[src/logic/alu_op_pkg.sv]
package alu_op_pkg;

	// machine word width
	localparam int data_w = 32;

	// divider iterations, one quotient bit per cycle
	localparam int div_cycles = 32;
	localparam int div_cnt_w = $clog2(div_cycles);

	// execute-stage operation encoding, nop must stay zero
	typedef enum logic [7:0] {
		op_nop = 8'h00,
		// logic and immediate logic
		op_and,
		op_or,
		op_xor,
		op_nor,
		op_andi,
		op_ori,
		op_xori,
		op_lui,
		// shifts
		op_sll,
		op_srl,
		op_sra,
		op_sllv,
		op_srlv,
		op_srav,
		// hi/lo moves
		op_mfhi,
		op_mflo,
		op_mthi,
		op_mtlo,
		// arithmetic
		op_add, op_addu, op_sub, op_subu,
		op_addi, op_addiu,
		op_slt, op_sltu, op_slti, op_sltiu,
		// multiply and divide
		op_mult, op_multu, op_div, op_divu,
		// jump target sum
		op_j,
		// branches
		op_beq, op_bne, op_bgtz, op_blez,
		op_bltz, op_bgez, op_bltzal, op_bgezal,
		// loads and stores, address sum only
		op_lb, op_lbu, op_lh, op_lhu, op_lw,
		op_sb, op_sh, op_sw,
		// privileged
		op_mtc0,
		op_eret
	} alu_op_e;

endpackage

[src/logic/exe_types_pkg.sv]
package exe_types_pkg;

	// operands as delivered by decode, immediates already extended in num2
	typedef struct packed {
		alu_op_pkg::alu_op_e           op;
		logic [alu_op_pkg::data_w-1:0] num1;
		logic [alu_op_pkg::data_w-1:0] num2;
		logic [4:0]                    sa;
	} exe_req_t;

	// single-cycle answer of the execute stage
	typedef struct packed {
		logic [alu_op_pkg::data_w-1:0] result;
		logic                          overflow;
		// branch taken for branches, result zero otherwise
		logic                          zero;
	} exe_resp_t;

	// hi/lo pair, also used for product and {remainder, quotient}
	typedef struct packed {
		logic [alu_op_pkg::data_w-1:0] hi;
		logic [alu_op_pkg::data_w-1:0] lo;
	} hilo_t;

endpackage

[src/logic/hilo_reg.sv]
`timescale 1ns/1ns

module hilo_reg (
	input  logic                          clk,
	input  logic                          rst_n,
	input  logic                          flush,
	input  alu_op_pkg::alu_op_e           op,
	input  logic [alu_op_pkg::data_w-1:0] num1,
	input  exe_types_pkg::hilo_t          wide,
	input  logic                          wide_done,
	output exe_types_pkg::hilo_t          hilo
);
	import alu_op_pkg::*;

	always_ff @(posedge clk) begin
		if (!rst_n) begin
			hilo <= '0;
		end else if (!flush) begin
			case (op)
				// product lands on the edge after the op
				op_mult,
				op_multu: hilo <= wide;
				// quotient and remainder only once the divider is done
				op_div,
				op_divu: begin
					if (wide_done) begin
						hilo <= wide;
					end
				end
				op_mthi: hilo.hi <= num1;
				op_mtlo: hilo.lo <= num1;
				default: begin
					hilo <= hilo;
				end
			endcase
		end
	end

endmodule

[config.mk]
export PLATFORM = sky130hd
export DESIGN_NAME = hilo_reg
export DESIGN_NICKNAME = d
export VERILOG_FILES = /design/src/logic/alu_op_pkg.sv /design/src/logic/exe_types_pkg.sv /design/src/logic/hilo_reg.sv
export SDC_FILE = /design/constraint.sdc
export NUM_CORES = 1
export LEC_CHECK = 0
export ABC_AREA = 1
export BUFFER_PORTS_ARGS = -buffer_cell sky130_fd_sc_hd__buf_4
export CAP_MARGIN = 25
export CELL_PAD_IN_SITES_DETAIL_PLACEMENT = 0
export CELL_PAD_IN_SITES_GLOBAL_PLACEMENT = 2
export CORE_AREA = 2 2 128 130
export CTS_BUF_LIST = sky130_fd_sc_hd__clkbuf_4 sky130_fd_sc_hd__clkbuf_8
export CTS_CLUSTER_SIZE = 14
export DETAILED_ROUTE_END_ITERATION = 8
export DIE_AREA = 0 0 130 132
export PLACE_DENSITY_LB_ADDON = 0.1
export SLEW_MARGIN = 30
export SYNTH_ARGS = -nofsm -noshare
export SYNTH_HDL_FRONTEND = slang
export SYNTH_SLANG_ARGS = --single-unit
[constraint.sdc]
create_clock -name clk -period 3.3 [get_ports clk]
set_clock_uncertainty 0.2 [all_clocks]
set_input_delay 0.495 -clock clk [delete_from_list [all_inputs] [get_ports clk]]
set_output_delay 0.495 -clock clk [all_outputs]
set_load 0.01 [all_outputs]
==> summary.txt, run 1 <==
Global routing
  – Largest net degree at the start of global routing: 97
  – Gr ovfl total: 0
  – Tot GR Track Use: 0.159
  – Initial antenna violation count: 0
  – Vias in the first global route: 4086
  – First-pass GRT wire length: 21300 um

Place
  – Pre-CTS setup slack: 515 ps
  – Port buffer count: 171
  – GP Congestion: 0.808
  – Post-DP Area: 5280 sq um
  – Post-detail-place hpwl: 10100 um

Floorplanning
  – Io pins: 172
  – Chip height: 132 um
  – DIE AREA: 17200 sq um
  – Core box area: 15700 sq um
  – Core Rows: 46
  – Starting density of the core: 0.247
  – Die Wd: 130 um

Detailed routing
  – Wire length per cell: 13.4 um
  – Vias: 4386
  – DRC viols: 0
  – Vias/cell: 4.25
  – Initial DRC Count: 200
  – Detail Route Antenna Nets: 0
  – Aggregate routed wire length: 13900 um
  – TritonRoute pass-1 iters: 4

Synthesis
  – Synthesized instance count: 666
  – Post-synthesis net count: 774
  – Post-synthesis sequential area ratio: 0.330
  – Netlist Area Pre-Place: 3880 sq um
  – Mapped Avg Cell Area: 5.82 sq um
  – Ys Warns: 0
  – Yosys cell types: 18
  – Number of synthesized flops with an enable pin: 0
  – Ys flop type: dfxtp_1
  – Asr flop ratio synth: 0
  – Yosys reg bits: 64

CTS
  – TritonCTS Buffers: 9
  – CTS max path bufs: 2
  – H-Tree Depth: 3
  – CTS tree: built
  – Hold-fix buffers at CTS: 0
  – Skew-Pair Late Insertion Delay: 350 ps
  – Clk root buf: clkbuf_8
  – Worst-path clk slew: 80 ps
  – Post-cts sizing count: 0
  – Post-CTS Setup Repair Bufs: 0
  – CTS sink cnt: 64

Setup path
  – Reg2reg end: hilo[13]
  – Data arrival, critical path: 2480 ps
  – Reg2reg start: hilo[13]
  – Reg2reg path depth: 2
  – CP required: 3400 ps
  – CP top delay family: simple AND/OR/NAND/NOR gates
  – CP endpoint kind: register
  – Crit Path Class: input pin to register
  – CP Launch Type: input pin
  – WP buf/inv: 3
  – Largest stage delay on the critical path: 770 ps
  – Worst R2R Setup Slack: 2460 ps
  – Slowest cell on crit path: nand4_4
  – Worst path cell trace: buf_4, inv_1, nand2_1, nor2_4, nand2_2, buf_4, nand4_4, nand3_1, nand2_1, nor2_1
  – Crit-path max FO: 64

Outcome
  – Status: finished clean

Cells and area
  – Layout cells sized above 1: 0.259
  – Commonest non-fill, non-tap cell in the layout: nand2_1
  – Synth-to-Final Area Change: 42.6%
  – Nets: 918
  – Most frequent cells in the layout: nand2_1, buf_4, nand3_1
  – Design area: 5530 sq um
  – Max FFs per register: 64
  – Antenna cell count: 0

Timing
  – Max Transition Viols Final: 0
  – Worst slew pin tran: 921 ps
  – # setup viols final: 0
  – Final WS setup: 916 ps
  – Minimum clock period: 2380 ps
  – Fin crit share: 0.722
  – Fmax: 420 MHz
  – RSZ-0062 raised after global routing: no
  – Final Hold Viols: 0
  – Fin Setup TNS: 0 ps
  – Rel. slew slack: 0.385

Power
  – Overall power: 1.94 mW
  – IR Drop Worst-Case VDD: 162 uV
  – Leakage: 2.98 nW
  – Power Density: 351 nW/um^2

Hold path
  – Hold Crit Start: hilo[56]
  – Min-Delay Path Class: register to register
  – WHS Path Cells: 2
  – WHS Endpoint: hilo[56]

Job
  – Max_cap viols: 0
-- Yosys cell counts, types with 2 or more instances --
master | count | area, sq um
a21oi_1 | 32 | 160
buf_1 | 9 | 33.8
buf_2 | 20 | 100
buf_4 | 10 | 75.1
clkbuf_1 | 8 | 30.0
dfxtp_1 | 64 | 1280
inv_1 | 74 | 278
inv_2 | 2 | 7.51
nand2_1 | 203 | 762
nand2_2 | 6 | 37.5
nand3_1 | 130 | 651
nor2_1 | 100 | 375
nor2_4 | 3 | 33.8
-- report_power, final --
part,switching (mW),internal (mW),total [mW]
registers,0.00461,0.780,0.784
clock network,0.344,0.526,0.870
logic,0.148,0.138,0.286
total,0.496,1.44,1.94
-- metal layers --
layer | vias to the layer above | global-route usage | wire, um
met5 | - | 0 | 0
met4 | 0 | 0.0520 | 176
met3 | 12 | 0.0341 | 873
met2 | 123 | 0.243 | 6160
met1 | 1904 | 0.221 | 6650
li1 | 2347 | - | -
-- logic make-up (layout without fill, tap and decap cells) --
logic type	count (synthesis)	after routing	share of synthesized area
AOI/OAI and AO/OA	33	33	0.0455
buffers and inverters	124	273	0.138
DFF	64	64	0.330
and+or+nand+nor	445	445	0.486
-- worst min-delay path, cell delays in order, from the launching register on --
cell,delay (ps)
dfxtp_1,310
nor2_1,90
nor2_1,40
-- layout make-up --
cell class | instances | area (sq um)
Tap cell | 216 | 270
Inverter | 76 | 285
Sequential cell | 64 | 1280
Clock buffer | 10 | 138
Timing Repair Buffer | 181 | 1370
Fill cell | 1823 | 10200
Clock inverter | 6 | 115
Multi-Input combinational cell | 478 | 2070
-- how the worst max path moves through the flow --
stage,from,endpoint,cells after the start
floorplan,op[5],hilo[10],10
finish,op[0],hilo[14],10
global placement,op[0],hilo[21],10
detailed placement,op[0],hilo[14],10
global route,op[0],hilo[24],10
CTS,op[0],hilo[14],10
-- metrics by stage --
step	std cells	hold WS [ps]	util
2_1_floorplan	666	308	-
3_3_place_gp	1015	269	0.336
3_5_place_dp	1015	272	0.336
4_1_cts	1031	291	0.352
5_1_grt	1031	312	0.352
6_report	1031	285	0.352
(Power assumes the default switching activity.)
==> run 2, diff against run 1 <==
--- a/config.mk
+++ b/config.mk
@@ -5,16 +5,16 @@
 export SDC_FILE = /design/constraint.sdc
 export NUM_CORES = 1
 export LEC_CHECK = 0
-export ABC_AREA = 1
+export ABC_AREA = 0
 export BUFFER_PORTS_ARGS = -buffer_cell sky130_fd_sc_hd__buf_4
 export CAP_MARGIN = 25
 export CELL_PAD_IN_SITES_DETAIL_PLACEMENT = 0
 export CELL_PAD_IN_SITES_GLOBAL_PLACEMENT = 2
-export CORE_AREA = 2 2 128 130
+export CORE_AREA = 2 2 113 115
 export CTS_BUF_LIST = sky130_fd_sc_hd__clkbuf_4 sky130_fd_sc_hd__clkbuf_8
 export CTS_CLUSTER_SIZE = 14
 export DETAILED_ROUTE_END_ITERATION = 8
-export DIE_AREA = 0 0 130 132
+export DIE_AREA = 0 0 115 117
 export PLACE_DENSITY_LB_ADDON = 0.1
 export SLEW_MARGIN = 30
 export SYNTH_ARGS = -nofsm -noshare
==> constraint.sdc (replaced) <==
create_clock -name clk -period 2.45 [get_ports clk]
set_clock_uncertainty 0.2 [all_clocks]
set_input_delay 0.3675 -clock clk [delete_from_list [all_inputs] [get_ports clk]]
set_output_delay 0.3675 -clock clk [all_outputs]
set_load 0.01 [all_outputs]
==> run 2 against run 1 <==
  * Sequential power rose by 35%
  * Synthesized cell count down 53%
  * Via count decreased by 29%
  * Sequential share of layout area increased by 3.0 points
  * Die area fell by 22%
  * Largest power group is now registers
  * Highest routed layer unchanged
==> summary.txt, run 2 <==
Detailed routing
  – Aggregate routed wire length: 11200 um
  – Initial DRC Count: 170
  – Detail Route Antenna Nets: 0
  – Vias: 3109
  – Vias/cell: 4.96
  – DRC viols: 0
  – Wire length per cell: 17.9 um
  – TritonRoute pass-1 iters: 5

Setup path
  – Largest stage delay on the critical path: 380 ps
  – CP endpoint kind: register
  – CP required: 2550 ps
  – CP Launch Type: input pin
  – Crit Path Class: input pin to register
  – Slowest cell on crit path: nor4b_4
  – Data arrival, critical path: 2040 ps
  – Crit-path max FO: 32
  – Worst path cell trace: buf_4, nor4b_4, o2111ai_1, o21ai_4, and2_1, buf_12, o221a_2

Floorplanning
  – Core Rows: 41
  – Starting density of the core: 0.264
  – Chip height: 117 um
  – DIE AREA: 13500 sq um
  – Io pins: 172
  – Die Wd: 115 um
  – Core box area: 12300 sq um

Power
  – Gate power share: 0.129
  – Power Density: 470 nW/um^2
  – IR Drop Worst-Case VDD: 231 uV
  – Switching power: 568 uW
  – Overall power: 2.30 mW
  – Leakage: 2.82 nW
  – Power share of the sequential group: 0.460
  – Sw frac: 0.248
  – Clock power share: 0.411
  – Internal: 1.73 mW

Synthesis
  – Mapped Avg Cell Area: 10.4 sq um
  – Ys flop type: dfxtp_1
  – Top post-synthesis cells by count: dfxtp_1, mux2i_1, nand2_1
  – Ys Warns: 0
  – Number of synthesized flops with an enable pin: 0
  – Asr flop ratio synth: 0
  – Yosys cell types: 27
  – Synth top area share: 0.394
  – Yosys reg bits: 64
  – Netlist Area Pre-Place: 3250 sq um
  – Post-synthesis net count: 420
  – Synth top area cells: dfxtp_1, mux2i_1, o221a_2, o211a_1, nand3_1
  – Synthesized instance count: 312
  – Synth area leader: dfxtp_1
  – Post-synthesis sequential area ratio: 0.394

Cells and area
  – Commonest non-fill, non-tap cell in the layout: buf_4
  – Most frequent cells in the layout: buf_4, mux2i_1, dfxtp_1
  – Design area: 4890 sq um
  – Layout cells sized above 1: 0.493
  – Antenna cell count: 0
  – Fillcell total: 1254
  – Max FFs per register: 64
  – Synth-to-Final Area Change: 50.5%
  – Nets: 580
  – Final cell count without fillers: 627

Global routing
  – Vias in the first global route: 3082
  – Tot GR Track Use: 0.167
  – Gr ovfl total: 0
  – Initial antenna violation count: 0
  – First-pass GRT wire length: 17000 um
  – Largest net degree at the start of global routing: 65

CTS
  – Hold-fix buffers at CTS: 0
  – Skew-Pair Late Insertion Delay: 360 ps
  – CTS sink cnt: 64
  – Post-cts sizing count: 0
  – Post-CTS Setup Repair Bufs: 0
  – Worst-path clk slew: 80 ps
  – H-Tree Depth: 3
  – TritonCTS Buffers: 9
  – CTS max path bufs: 2
  – Clk root buf: clkbuf_8
  – CTS tree: built

Timing
  – Max Transition Viols Final: 0
  – Minimum clock period: 1940 ps
  – Fin Setup TNS: 0 ps
  – Rel. slew slack: 0.548
  – Final WS setup: 509 ps
  – Fin crit share: 0.792
  – RSZ-0062 raised after global routing: no
  – # setup viols final: 0
  – Worst slew pin tran: 677 ps
  – Fmax: 515 MHz
  – Final Hold Viols: 0

Outcome
  – Status: finished clean

Hold path
  – Min-Delay Path Class: input pin to register

Place
  – GP Congestion: 0.788
  – # placed instances: 611
  – Post-DP Area: 4690 sq um
  – Pre-CTS setup slack: 131 ps
  – Port buffer count: 171
  – Post-detail-place hpwl: 7980 um

Job
  – Max_cap viols: 0
-- run 2: power groups by stage --
stage / registers [mW] / logic (mW) / clock network (mW)
finish: 1.06 / 0.297 / 0.944
global route: 1.06 / 0.324 / 1.02
CTS: 1.06 / 0.303 / 0.984
detailed placement: 1.08 / 0.301 / 0
global placement: 1.08 / 0.300 / 0
floorplan: 1.08 / 0.0969 / 0
-- run 2: final cells by class --
cell class                      count  area (sq um)  area share
Multi-Input combinational cell    214          1780       0.365
Tap cell                          150           188      0.0384
Sequential cell                    64          1280       0.262
Clock inverter                      5          56.3      0.0115
Timing Repair Buffer              183          1440       0.294
Clock buffer                       11           145      0.0297
-- run 2: through the flow --
step | hold slack [ps] | utilization
detailed placement | 287 | 0.381
global placement | 283 | 0.381
finish | 173 | 0.397
CTS | 144 | 0.397
floorplan | 338 | -
global route | 171 | 0.397
-- run 2: logic make-up after synthesis --
family                 share of synthesized area
multiplexers                               0.197
buffers and inverters                     0.0593
AND/OR/NAND/NOR                            0.125
AO/OA/AOI/OAI                              0.225
flip-flops                                 0.394
-- run 2: worst paths after layout --
check,from,end,slack (ps),depth (start not counted)
min,wide[44],hilo[44],170,4
min reg2reg,hilo[42],hilo[42],310,1
max,op[5],hilo[19],510,7
max reg2reg,hilo[39],hilo[39],1540,1
-- run 2: worst max-delay path: cells and delay by family --
family                 cells  cell delay [ps]
AOI/OAI and AO/OA          3              730
and+or+nand+nor            2              610
buffers and inverters      2              330
-- run 2: metal layers --
metal	part of all wire	wire length (um)	GRT usage	up-vias
li1	-	-	-	1521
met1	0.45	5120	0.215	1461
met2	0.45	5010	0.258	115
met3	0.086	973	0.0690	12
met4	0.013	147	0.0514	0
met5	0	0	0	-
